===== config.mk =====
export PLATFORM = sky130hd
export DESIGN_NAME = calc_top
export DESIGN_NICKNAME = d
export VERILOG_FILES = /design/src/hdl/calc_ctrl_pkg.sv /design/src/hdl/calc_data_pkg.sv /design/src/hdl/calc_top.sv /design/src/hdl/calc_ctrl.sv /design/src/hdl/shift_multiplier.sv /design/src/hdl/addsub_unit.sv /design/src/hdl/digit_counter.sv /design/src/hdl/key_fifo.sv
export SDC_FILE = /design/constraint.sdc
export NUM_CORES = 1
export LEC_CHECK = 0
export BUFFER_PORTS_ARGS = -buffer_cell sky130_fd_sc_hd__buf_2
export CORE_UTILIZATION = 55
export CTS_CLUSTER_DIAMETER = 30
export CTS_CLUSTER_SIZE = 14
export DETAILED_ROUTE_END_ITERATION = 8
export GPL_ROUTABILITY_DRIVEN = 0
export PLACE_DENSITY = 0.77
export SETUP_SLACK_MARGIN = 0.1
export SKIP_CTS_REPAIR_TIMING = 1
export SKIP_LAST_GASP = 1
export SLEW_MARGIN = 10
export SYNTH_ARGS = -nofsm -noshare
export SYNTH_HDL_FRONTEND = slang
export SYNTH_SLANG_ARGS = --single-unit

===== constraint.sdc =====
create_clock -name clk -period 4 [get_ports clk]
set_input_delay 1.2 -clock clk [delete_from_list [all_inputs] [get_ports clk]]
set_output_delay 1.2 -clock clk [all_outputs]
set_load 0.03 [all_outputs]

===== src/hdl/calc_ctrl_pkg.sv =====
package calc_ctrl_pkg;

    // Controller states
    typedef enum logic [2:0] {
        GET_OP1     = 3'd0,                 // Waiting for keys of the first operand
        ACC_OP1     = 3'd1,                 // Folding a digit into operand1
        GET_OP2     = 3'd2,
        ACC_OP2     = 3'd3,
        RUN_ADDSUB  = 3'd4,
        RUN_MUL     = 3'd5,
        SHOW_RESULT = 3'd6
    } ctrl_state_t;

    // Queue depth, also the host's credit count after reset
    localparam int KEY_CREDITS = 4;

    // Digits accepted per operand
    localparam int MAX_DIGITS = 4;

endpackage


===== src/hdl/calc_data_pkg.sv =====
package calc_data_pkg;

    // Operand and result width
    localparam int DATA_W = 16;

    // Multiplier applied to an operand before each new digit
    localparam logic [15:0] DECIMAL_BASE = 16'd10;

    typedef enum logic [1:0] {
        OP_ADD = 2'b00,
        OP_SUB = 2'b01,
        OP_MUL = 2'b10
    } opcode_t;

    typedef enum logic [1:0] {
        KEY_DIGIT = 2'b00,
        KEY_OP    = 2'b01,
        KEY_EQUAL = 2'b10,
        KEY_CLEAR = 2'b11
    } key_kind_t;

    // One key event from the host, 8 bits
    typedef struct packed {
        key_kind_t  kind;
        logic [3:0] digit;                  // Only for KEY_DIGIT, above 9 reads as 9
        opcode_t    op;                     // Only for KEY_OP
    } key_t;

endpackage

===== src/hdl/calc_top.sv =====
`timescale 1ns/10ps

module calc_top import calc_data_pkg::*; (
    input  logic              clk,
    input  logic              nRST,
    input  logic              key_valid,
    input  key_t              key,
    output logic              key_credit,
    output logic              complete,
    output logic [DATA_W-1:0] result
);

    key_t              head;
    logic              not_empty;
    logic              pop;
    logic              count_digit;
    logic              clear_count;
    logic              at_limit;
    logic [DATA_W-1:0] unit_a;              // Shared operand bus to both units
    logic [DATA_W-1:0] unit_b;
    logic              sub;
    logic              add_start;
    logic              mul_start;
    logic [DATA_W-1:0] sum;
    logic [DATA_W-1:0] product;
    logic              add_finish;
    logic              mul_finish;

    key_fifo key_fifo_i (
        .clk       (clk),
        .nRST      (nRST),
        .key_valid (key_valid),
        .key       (key),
        .pop       (pop),
        .head      (head),
        .not_empty (not_empty),
        .credit    (key_credit)
    );

    digit_counter digit_counter_i (
        .clk         (clk),
        .nRST        (nRST),
        .count_digit (count_digit),
        .clear_count (clear_count),
        .at_limit    (at_limit)
    );

    calc_ctrl calc_ctrl_i (
        .clk         (clk),
        .nRST        (nRST),
        .head        (head),
        .not_empty   (not_empty),
        .at_limit    (at_limit),
        .add_finish  (add_finish),
        .mul_finish  (mul_finish),
        .sum         (sum),
        .product     (product),
        .pop         (pop),
        .count_digit (count_digit),
        .clear_count (clear_count),
        .unit_a      (unit_a),
        .unit_b      (unit_b),
        .sub         (sub),
        .add_start   (add_start),
        .mul_start   (mul_start),
        .complete    (complete),
        .result      (result)
    );

    addsub_unit addsub_unit_i (
        .clk    (clk),
        .nRST   (nRST),
        .a      (unit_a),
        .b      (unit_b),
        .sub    (sub),
        .start  (add_start),
        .sum    (sum),
        .finish (add_finish)
    );

    shift_multiplier shift_multiplier_i (
        .clk     (clk),
        .nRST    (nRST),
        .a       (unit_a),
        .b       (unit_b),
        .start   (mul_start),
        .product (product),
        .finish  (mul_finish)
    );

endmodule


===== src/hdl/calc_ctrl.sv =====
`timescale 1ns/10ps

module calc_ctrl import calc_data_pkg::*, calc_ctrl_pkg::*; (
    input  logic              clk,
    input  logic              nRST,
    input  key_t              head,
    input  logic              not_empty,
    input  logic              at_limit,
    input  logic              add_finish,
    input  logic              mul_finish,
    input  logic [DATA_W-1:0] sum,
    input  logic [DATA_W-1:0] product,
    output logic              pop,
    output logic              count_digit,
    output logic              clear_count,
    output logic [DATA_W-1:0] unit_a,
    output logic [DATA_W-1:0] unit_b,
    output logic              sub,
    output logic              add_start,
    output logic              mul_start,
    output logic              complete,
    output logic [DATA_W-1:0] result
);

    ctrl_state_t       state;
    opcode_t           opcode;              // Operator of the current expression
    logic [DATA_W-1:0] operand1;
    logic [DATA_W-1:0] operand2;
    logic [3:0]        new_digit;           // Digit waiting for the times ten
    logic [3:0]        digit_val;
    logic              in_get;

    assign in_get    = (state == GET_OP1) || (state == GET_OP2);
    assign pop       = in_get && not_empty; // Keys are only taken while waiting for input
    assign digit_val = (head.digit > 4'd9) ? 4'd9 : head.digit;

    assign count_digit = pop && (head.kind == KEY_DIGIT) && !at_limit;
    assign clear_count = (pop && (head.kind == KEY_CLEAR))
                       || (pop && (head.kind == KEY_OP) && (state == GET_OP1))
                       || (state == SHOW_RESULT);

    always_ff @(posedge clk or negedge nRST) begin
        if (!nRST) begin
            state     <= GET_OP1;
            opcode    <= OP_ADD;
            operand1  <= '0;
            operand2  <= '0;
            new_digit <= '0;
            unit_a    <= '0;
            unit_b    <= '0;
            sub       <= 1'b0;
            add_start <= 1'b0;
            mul_start <= 1'b0;
            complete  <= 1'b0;
            result    <= '0;
        end else begin
            add_start <= 1'b0;
            mul_start <= 1'b0;
            complete  <= 1'b0;
            case (state)
                GET_OP1, GET_OP2: begin
                    if (pop) begin
                        case (head.kind)
                            KEY_DIGIT: begin
                                if (!at_limit) begin    // Extra digits are dropped
                                    unit_a    <= (state == GET_OP1) ? operand1 : operand2;
                                    unit_b    <= DECIMAL_BASE;
                                    mul_start <= 1'b1;
                                    new_digit <= digit_val;
                                    state     <= (state == GET_OP1) ? ACC_OP1 : ACC_OP2;
                                end
                            end
                            KEY_OP: begin
                                if (state == GET_OP1) begin
                                    opcode <= head.op;
                                    state  <= GET_OP2;
                                end
                            end
                            KEY_EQUAL: begin
                                if (state == GET_OP1) begin
                                    result   <= operand1;   // Lone operand is the answer
                                    complete <= 1'b1;
                                    state    <= SHOW_RESULT;
                                end else begin
                                    unit_a <= operand1;
                                    unit_b <= operand2;
                                    if (opcode == OP_MUL) begin
                                        mul_start <= 1'b1;
                                        state     <= RUN_MUL;
                                    end else begin
                                        sub       <= (opcode == OP_SUB);
                                        add_start <= 1'b1;
                                        state     <= RUN_ADDSUB;
                                    end
                                end
                            end
                            default: begin          // Clear key
                                operand1 <= '0;
                                operand2 <= '0;
                                state    <= GET_OP1;
                            end
                        endcase
                    end
                end
                ACC_OP1: begin
                    if (mul_finish) begin
                        operand1 <= product + DATA_W'(new_digit);
                        state    <= GET_OP1;
                    end
                end
                ACC_OP2: begin
                    if (mul_finish) begin
                        operand2 <= product + DATA_W'(new_digit);
                        state    <= GET_OP2;
                    end
                end
                RUN_ADDSUB: begin
                    if (add_finish) begin
                        result   <= sum;
                        complete <= 1'b1;
                        state    <= SHOW_RESULT;
                    end
                end
                RUN_MUL: begin
                    if (mul_finish) begin
                        result   <= product;
                        complete <= 1'b1;
                        state    <= SHOW_RESULT;
                    end
                end
                SHOW_RESULT: begin
                    operand1 <= '0;                 // Next expression starts fresh
                    operand2 <= '0;
                    state    <= GET_OP1;
                end
                default: state <= GET_OP1;
            endcase
        end
    end

endmodule


===== src/hdl/shift_multiplier.sv =====
`timescale 1ns/10ps

module shift_multiplier import calc_data_pkg::*; (
    input  logic              clk,
    input  logic              nRST,
    input  logic [DATA_W-1:0] a,
    input  logic [DATA_W-1:0] b,
    input  logic              start,
    output logic [DATA_W-1:0] product,
    output logic              finish
);

    logic [DATA_W-1:0]         mcand;       // Multiplicand
    logic [DATA_W-1:0]         mplier;      // Multiplier
    logic [DATA_W-1:0]         acc;         // Partial product, low bits only
    logic [$clog2(DATA_W)-1:0] idx;         // Current multiplier bit
    logic                      busy;

    assign product = acc;

    // Bit 0 is handled on the start edge, bits 1 to DATA_W-1 while busy
    always_ff @(posedge clk) begin
        if (start) begin
            mcand  <= a;
            mplier <= b;
            acc    <= b[0] ? a : '0;
        end else if (busy && mplier[idx]) begin
            acc <= acc + (mcand << idx);    // Upper bits drop out
        end
    end

    always_ff @(posedge clk or negedge nRST) begin
        if (!nRST) begin
            busy   <= 1'b0;
            idx    <= '0;
            finish <= 1'b0;
        end else begin
            finish <= 1'b0;
            if (start) begin
                busy <= 1'b1;
                idx  <= 1;
            end else if (busy) begin
                idx <= idx + 1'b1;
                if (int'(idx) == DATA_W - 1) begin
                    busy   <= 1'b0;
                    finish <= 1'b1;         // DATA_W cycles after start
                end
            end
        end
    end

endmodule


===== src/hdl/addsub_unit.sv =====
`timescale 1ns/10ps

module addsub_unit import calc_data_pkg::*; (
    input  logic              clk,
    input  logic              nRST,
    input  logic [DATA_W-1:0] a,
    input  logic [DATA_W-1:0] b,
    input  logic              sub,
    input  logic              start,
    output logic [DATA_W-1:0] sum,
    output logic              finish
);

    // Result wraps modulo 2^DATA_W in both directions
    always_ff @(posedge clk) begin
        if (start) begin
            sum <= sub ? (a - b) : (a + b);
        end
    end

    always_ff @(posedge clk or negedge nRST) begin
        if (!nRST) begin
            finish <= 1'b0;
        end else begin
            finish <= start;                // Result is ready one cycle after start
        end
    end

endmodule


===== src/hdl/digit_counter.sv =====
`timescale 1ns/10ps

module digit_counter import calc_ctrl_pkg::*; (
    input  logic clk,
    input  logic nRST,
    input  logic count_digit,
    input  logic clear_count,
    output logic at_limit
);

    logic [$clog2(MAX_DIGITS+1)-1:0] count;     // Digits in the current operand

    assign at_limit = (int'(count) == MAX_DIGITS);

    always_ff @(posedge clk or negedge nRST) begin
        if (!nRST) begin
            count <= '0;
        end else if (clear_count) begin
            count <= '0;                    // New operand starts from zero digits
        end else if (count_digit && !at_limit) begin
            count <= count + 1'b1;          // Saturates at the limit
        end
    end

endmodule


===== src/hdl/key_fifo.sv =====
`timescale 1ns/10ps

module key_fifo import calc_data_pkg::*, calc_ctrl_pkg::*; (
    input  logic clk,
    input  logic nRST,
    input  logic key_valid,
    input  key_t key,
    input  logic pop,
    output key_t head,
    output logic not_empty,
    output logic credit
);

    key_t mem [KEY_CREDITS];                // Key storage

    logic [$clog2(KEY_CREDITS)-1:0]   wr_ptr;
    logic [$clog2(KEY_CREDITS)-1:0]   rd_ptr;
    logic [$clog2(KEY_CREDITS+1)-1:0] count;

    assign head      = mem[rd_ptr];
    assign not_empty = (count != '0);

    // Host never sends without a credit, so no full check
    always_ff @(posedge clk) begin
        if (key_valid) begin
            mem[wr_ptr] <= key;
        end
    end

    always_ff @(posedge clk or negedge nRST) begin
        if (!nRST) begin
            wr_ptr <= '0;
            rd_ptr <= '0;
            count  <= '0;
            credit <= 1'b0;
        end else begin
            credit <= pop;                  // One credit back per consumed key
            if (key_valid) begin
                wr_ptr <= wr_ptr + 1'b1;
            end
            if (pop) begin
                rd_ptr <= rd_ptr + 1'b1;
            end
            if (key_valid && !pop) begin
                count <= count + 1'b1;
            end else if (pop && !key_valid) begin
                count <= count - 1'b1;
            end
        end
    end

endmodule


## After elaboration in Yosys (flattened, before gate mapping)

Memories as Yosys holds them, arrays and structs flattened.
Cells that the tools add are included.

| operators by class | value |
|---|---|
| bitwise gates (word level) | 3 |
| $lt $le $gt $ge | 2 |
| $add $sub $neg | 10 |
| multiplexer cells | 68 |
| reductions and logical operators | 37 |
| equality and inequality tests | 25 |
| shifts and indexed selects | 1 |

Operator list:

| cell | number |
|---|---|
| 16-bit two-way mux | 17 |
| 16-bit case mux with 3 select lines | 3 |
| 16-bit case mux with 2 select lines | 2 |
| 3-bit two-way mux | 12 |
| 16-bit adder | 2 |
| 1-bit two-way mux | 25 |
| 16-bit by 4-bit adder with 16-bit output | 1 |
| 4-bit AND reduction | 4 |
| 16-bit by 4-bit left shift with 16-bit output | 1 |
| 16-bit subtractor | 1 |
| 3-bit case mux with 5 select lines | 1 |
| 3-bit equality test, second input constant | 4 |
| 4-bit two-way mux | 3 |
| 2-bit by 1-bit inequality test with 1-bit output, second input constant | 6 |
| 3-bit nonzero test | 4 |
| 1-bit logical AND | 10 |
| 5-bit AND reduction | 2 |
| 2-bit nonzero test | 5 |
| 3-bit case mux with 3 select lines | 1 |
| 2-bit inequality test, second input constant | 4 |
| 7-bit AND reduction | 1 |
| 3-bit by 1-bit adder with 3-bit output, second input constant | 2 |
| 2-bit equality test, second input constant | 3 |
| 3-bit by 2-bit equality test with 1-bit output, second input constant | 2 |
| 22 further kinds | 30 |

| word-level totals | value |
|---|---|
| output and inout bits | 18 |
| logic and storage cells | 172 |
| register bits | 175 |
| memories kept | 1 |
| bits in writable memories | 32 |
| input bits | 11 |

Memory list:

| memory | depth | bits a word | read ports | clocked after memory_dff | write ports | line | RTL |
|---|---|---|---|---|---|---|---|
| key_fifo_i.mem | 4 | 8 | 1 | 0 | 1 | key_fifo.sv:14 | `key_t mem [KEY_CREDITS];` |

## Logic depth before layout (Yosys ltp)

| logic depth | value |
|---|---|
| depth after elaboration | 8 |
| mapped depth | 16 |
| mapped depth without buffers | 14 |

## Cells and area by module

A second synthesis with hierarchy kept.

| second synthesis, totals | value |
|---|---|
| cell total of the unflattened synthesis | 1,004 |
| area total of the unflattened synthesis | 11,447.2 um2 |

By module, submodules not included:

| module | instances | area each (um2) | seq. area each (um2) | cells each |
|---|---|---|---|---|
| calc_ctrl | 1 | 4,704.5 | 2,327.2 | 449 |
| shift_multiplier | 1 | 3,318.2 | 1,591.5 | 290 |
| addsub_unit | 1 | 1,665.3 | 505.5 | 171 |
| key_fifo | 1 | 1,566.5 | 1,161.1 | 76 |
| digit_counter | 1 | 192.7 | 75.1 | 18 |

## Worst setup path before layout

OpenSTA, ideal clock, no wires.

| path | value |
|---|---|
| path kind | reg-to-reg |
| start point | reg shift_multiplier_i.idx[1] |
| end point | reg shift_multiplier_i.acc[15], in the netlist shift_multiplier_i.product[15], data pin |
| data arrival time | 3.345 ns |
| buffers on the path | 3 |
| stages on the path, launching flop included | 16 |
| slack | 0.356 ns |
| setup time | 0.299 ns |
| clock period less this slack | 3.644 ns |
| data required time | 3.701 ns |
| path through | dfrtp_1 -> buf_2 -> buf_2 -> buf_1 -> mux2i_1 -> o21ai_0 -> a21oi_1 -> nor2_1 -> ha_1 -> a2111oi_0 -> o21ai_0 -> a311oi_1 -> o21bai_1 -> o32ai_1 -> xnor2_1 -> o21ai_0 |

| on the way | value |
|---|---|
| longest elaborated chain between the ends | 4 |

RTL lines:

| what | line | RTL |
|---|---|---|
| start, declared | shift_multiplier.sv:16 | `logic [$clog2(DATA_W)-1:0] idx;` |
| start signal, assigned | shift_multiplier.sv:43 | `idx <= idx + 1'b1;` |
| 16-bit by 4-bit left shift with 16-bit output | shift_multiplier.sv:28 | `acc <= acc + (mcand << idx);` |
| 16-bit adder | shift_multiplier.sv:28 |  |
| 16-bit two-way mux | shift_multiplier.sv:27 | `end else if (busy && mplier[idx]) begin` |
| 16-bit two-way mux | shift_multiplier.sv:23 | `if (start) begin` |
| end signal, assigned | shift_multiplier.sv:26 | `acc <= b[0] ? a : '0;` |
| end signal, assigned | shift_multiplier.sv:28 |  |
| end, declared | shift_multiplier.sv:15 | `logic [DATA_W-1:0] acc;` |

Every way passes these cells. The select of a mux whose other input is x is not followed.
A chain may end at the register's enable or synchronous reset.

## Worst setup path after layout

Same ends and word-level chain as after synthesis.

==> summary.md <==
| Metric | Value |
|---|---|
| Design area | `12640 sq um` |
| Slowest cell on the critical path | `dfrtp_2` |
| Chip Height | `142.5 um` |
| Leakage power | `5.308 nW` |
| Largest cells by area after synthesis | `edfxtp_1, dfrtp_1, ha_1` |
| Initial antenna violation count | `0` |
| DR WL/cell | `20.11 um` |
| Top-area cell type share of the netlist area | `26.56%` |
| Congestion Overflow GR | `0` |
| Final hold vios | `0` |
| # port buffers | `28` |
| Syn avg cell area | `10.98 sq um` |
| Vias in the first global route | `7774` |
| Routed wire length | `about 27000 um` |
| RSZ-0062 raised after global routing | `no` |
| Cell taking the most area after synthesis | `edfxtp_1` |
| # diodes | `0` |
| Core ar. | `19400 sq um` |
| Placed Area | `around 11000 sq um` |
| Crit Path Max Fanout | `5` |
| CP cell instances | `mux2_2 > o21ai_0 > nor2_1 > a21oi_1 > nor2_1 > ha_1 > a2111oi_1 > o21ai_0 > a311oi_1 > o21bai_1 > o32ai_1 > xnor2_1 > o21ai_0` |
| Final Max Slew Viols | `0` |
| #FFs+latches synth | `~210` |
| DR vias/cell | `5.944` |
| Cts bufs inserted | `40` |
| CTS tree | `done` |
| Vias | `7906` |
| Most frequent CP cell | `o21ai_0` |
| Hold Crit Class | `register to register` |
| Slowest stage delay, CP | `just over 400 ps` |
| Gate power share | `44.2%` |
| WP data arrival | `3810 ps` |
| Number of synthesized flops with an enable pin | `96` |
| Delay-heaviest family, CP | `compound AO/OA/AOI/OAI gates` |
| CTS clk-pin slew, worst paths | `50 ps` |
| Post-route ant nets | `0` |
| Worst-case vdd ir drop | `0.5598 mV` |
| Die Span X | `142.5 um` |
| Gate Count Post-Synth | `989` |
| Post-Route Skew | `21.86 ps` |
| Post-Syn Area | `10860 sq um` |
| Pre-CTS setup slack | `around 380 ps` |
| Global-route wire length before repair | `between 40000 and 50000 um` |
| Largest net degree at the start of global routing | `60` |
| Primary FF master, synth | `dfrtp_1` |
| Period minus WS final | `3567 ps` |
| Layout Nets | `1092` |
| H-tree levels | `2` |
| Design Power | `approximately 0.013 W` |
| Max cap viols | `0` |
| Switching pwr | `0.005054 W` |
| Pwr per Cell Area | `997.5 nW/um^2` |
| Seq/Total Area, Yosys | `52.14%` |
| Clock Tree Root | `clkbuf_16` |
| Clk buf depth | `3` |
| FP Rows | `51` |
| Startpoint types | `register` |
| Power Internal | `0.007554 W` |
| Clock latency on the worst-skew pair | `520 ps` |
| Setup crit end kind | `register` |
| Setup CP Type | `register to register` |
| GRT Total Usage | `27.56%` |
| Part of the power in registers | `29.2%` |
| Die area | `about 20000 sq um` |
| Count leader, synth | `nand2_1` |
| Outcome | `complete, no violations` |
| Area grow syn2layout | `16.44%` |
| Initial core utilization | `55.96%` |
| Synth async-reset ratio | `53.62%` |
| Yosys cell types | `62` |
| Setup tns final | `0 ps` |
| Dpl hpwl | `18370 um` |
| Initial DRT Pass Iterations | `5` |
| Fill cells | `1476` |
| Clock Power Share | `roughly a quarter` |
| DRC Markers | `0` |
| Max_slew headroom | `a little under a third` |
| Worst slew pin tran | `1043 ps` |
| Share of cells above drive strength 1 | `roughly 14%` |
| Commonest cells in the netlist | `nand2_1, dfrtp_1, o21ai_0` |
| Syn_nets | `1048` |
| CTS Sinks | `207` |
| # setup viols final | `0` |
| Final setup margin | `432.6 ps` |
| Tcrit/Tclk final | `89.19%` |
| DRT iter0 DRCs | `~600` |
| Synth Warn # | `0` |
| Fraction of power spent switching nets | `40.09%` |
| FMAX | `~0.28 GHz` |
| # IOs | `29` |
| CP Data Required Time | `4240 ps` |
| Worst path buffer plus inverter count | `0` |
worst paths after layout:
path | from | endpoint | slack [ps] | cells past startpoint
setup reg to reg | shift_multiplier_i.idx[1]$_DFFE_PN0P_ | shift_multiplier_i.product[15]$_DFFE_PP_ | 430 | 13
hold reg to reg | key_fifo_i.count[2]$_DFFE_PN0P_ | key_fifo_i.count[2]$_DFFE_PN0P_ | 470 | 1
min in group asynchronous | nRST | shift_multiplier_i.idx[3]$_DFFE_PN0P_ | 780 | 1
hold / removal | key_fifo_i.count[2]$_DFFE_PN0P_ | key_fifo_i.count[2]$_DFFE_PN0P_ | 470 | 1
setup / recovery | shift_multiplier_i.idx[1]$_DFFE_PN0P_ | shift_multiplier_i.product[15]$_DFFE_PP_ | 430 | 13
max in group asynchronous | nRST | calc_ctrl_i.result[10]$_DFFE_PN0P_ | 2390 | 2
registers in the layout, indices dropped and copies added, names as in the netlist, 16 cells and up:
register                    count
key_fifo_i.mem                 32
shift_multiplier_i.mcand       16
calc_ctrl_i.unit_a             16
calc_ctrl_i.unit_b             16
shift_multiplier_i.product     16
shift_multiplier_i.mplier      16
calc_ctrl_i.operand1           16
calc_ctrl_i.result             16
calc_ctrl_i.operand2           16
addsub_unit_i.sum              16
logic make-up (layout without fill, tap and decap cells):
family          count (synthesis)  after routing  synth area share (%)
compound gates                231            231                 12.41
xor+xnor                       67             67                 5.406
fa+ha+maj                      48             48                 5.809
buf+inv                        69            145                 2.755
flops                         207            207                 52.14
mux                            74             74                 9.255
simple gates                  293            293                 12.22
power groups by stage:
| stage | Clock, W | Sequential [W] | Combinational (W) |
|---|---|---|---|
| floorplan | 0 | 0.00353 | 0.00421 |
| global placement | 0 | 0.00366 | 0.00531 |
| detailed placement | 0 | 0.00369 | 0.00543 |
| CTS | 0.00338 | 0.00366 | 0.00551 |
| global route | 0.00348 | 0.00374 | 0.00611 |
| finish | 0.00335 | 0.00369 | 0.00557 |
metrics by stage:
stage	hold slack, ps	utilization (%)	instances
after floorplan	442.6	-	989
after global placement	459.6	58.11	1256
after detailed placement	461.5	58.11	1256
after CTS	471.0	65.13	1330
after global routing	493.5	65.16	1330
final	470.9	65.16	1330
routing by layer:
metal	global-route usage (%)	routed length (um)	part of all wire, %
met1	33.36	10830	40
met4	14.26	1284	4.8
met5	0	0	0
met2	46.88	13030	49
met3	5.283	1610	6.0
layout make-up:
class | instances | area (sq um) | area share, %
clock inverters | 22 | 251.5 | 1.990
inverters | 25 | 93.84 | 0.7424
clock buffers | 52 | 1109 | 8.771
well taps | 265 | 331.6 | 2.623
multi-input cells | 713 | 4897 | 38.74
flip-flops and latches | 207 | 5663 | 44.80
repair buffers | 46 | 294.0 | 2.326
cell usage in the layout, fill, tap and decap left out, types with 7 or more instances in the layout:
master       n
mux2_2       7
buf_2       27
mux4_2      20
nand2b_1    10
ha_1        44
dfrtp_1    109
nor2b_1     13
mux2i_1     46
clkbuf_16   42
a211oi_1     8
nand2_1    131
edfxtp_1    96
nor3_1      10
nor2_1      67
buf_4       17
nand4_1      7
a21o_1      11
o21ai_0    101
nand3_1     23
clkbuf_1     8
xor2_1      24
o21bai_1     7
a22o_1       8
inv_1       24
a21oi_1     62
xnor2_1     43
(Power assumes the default switching activity.)
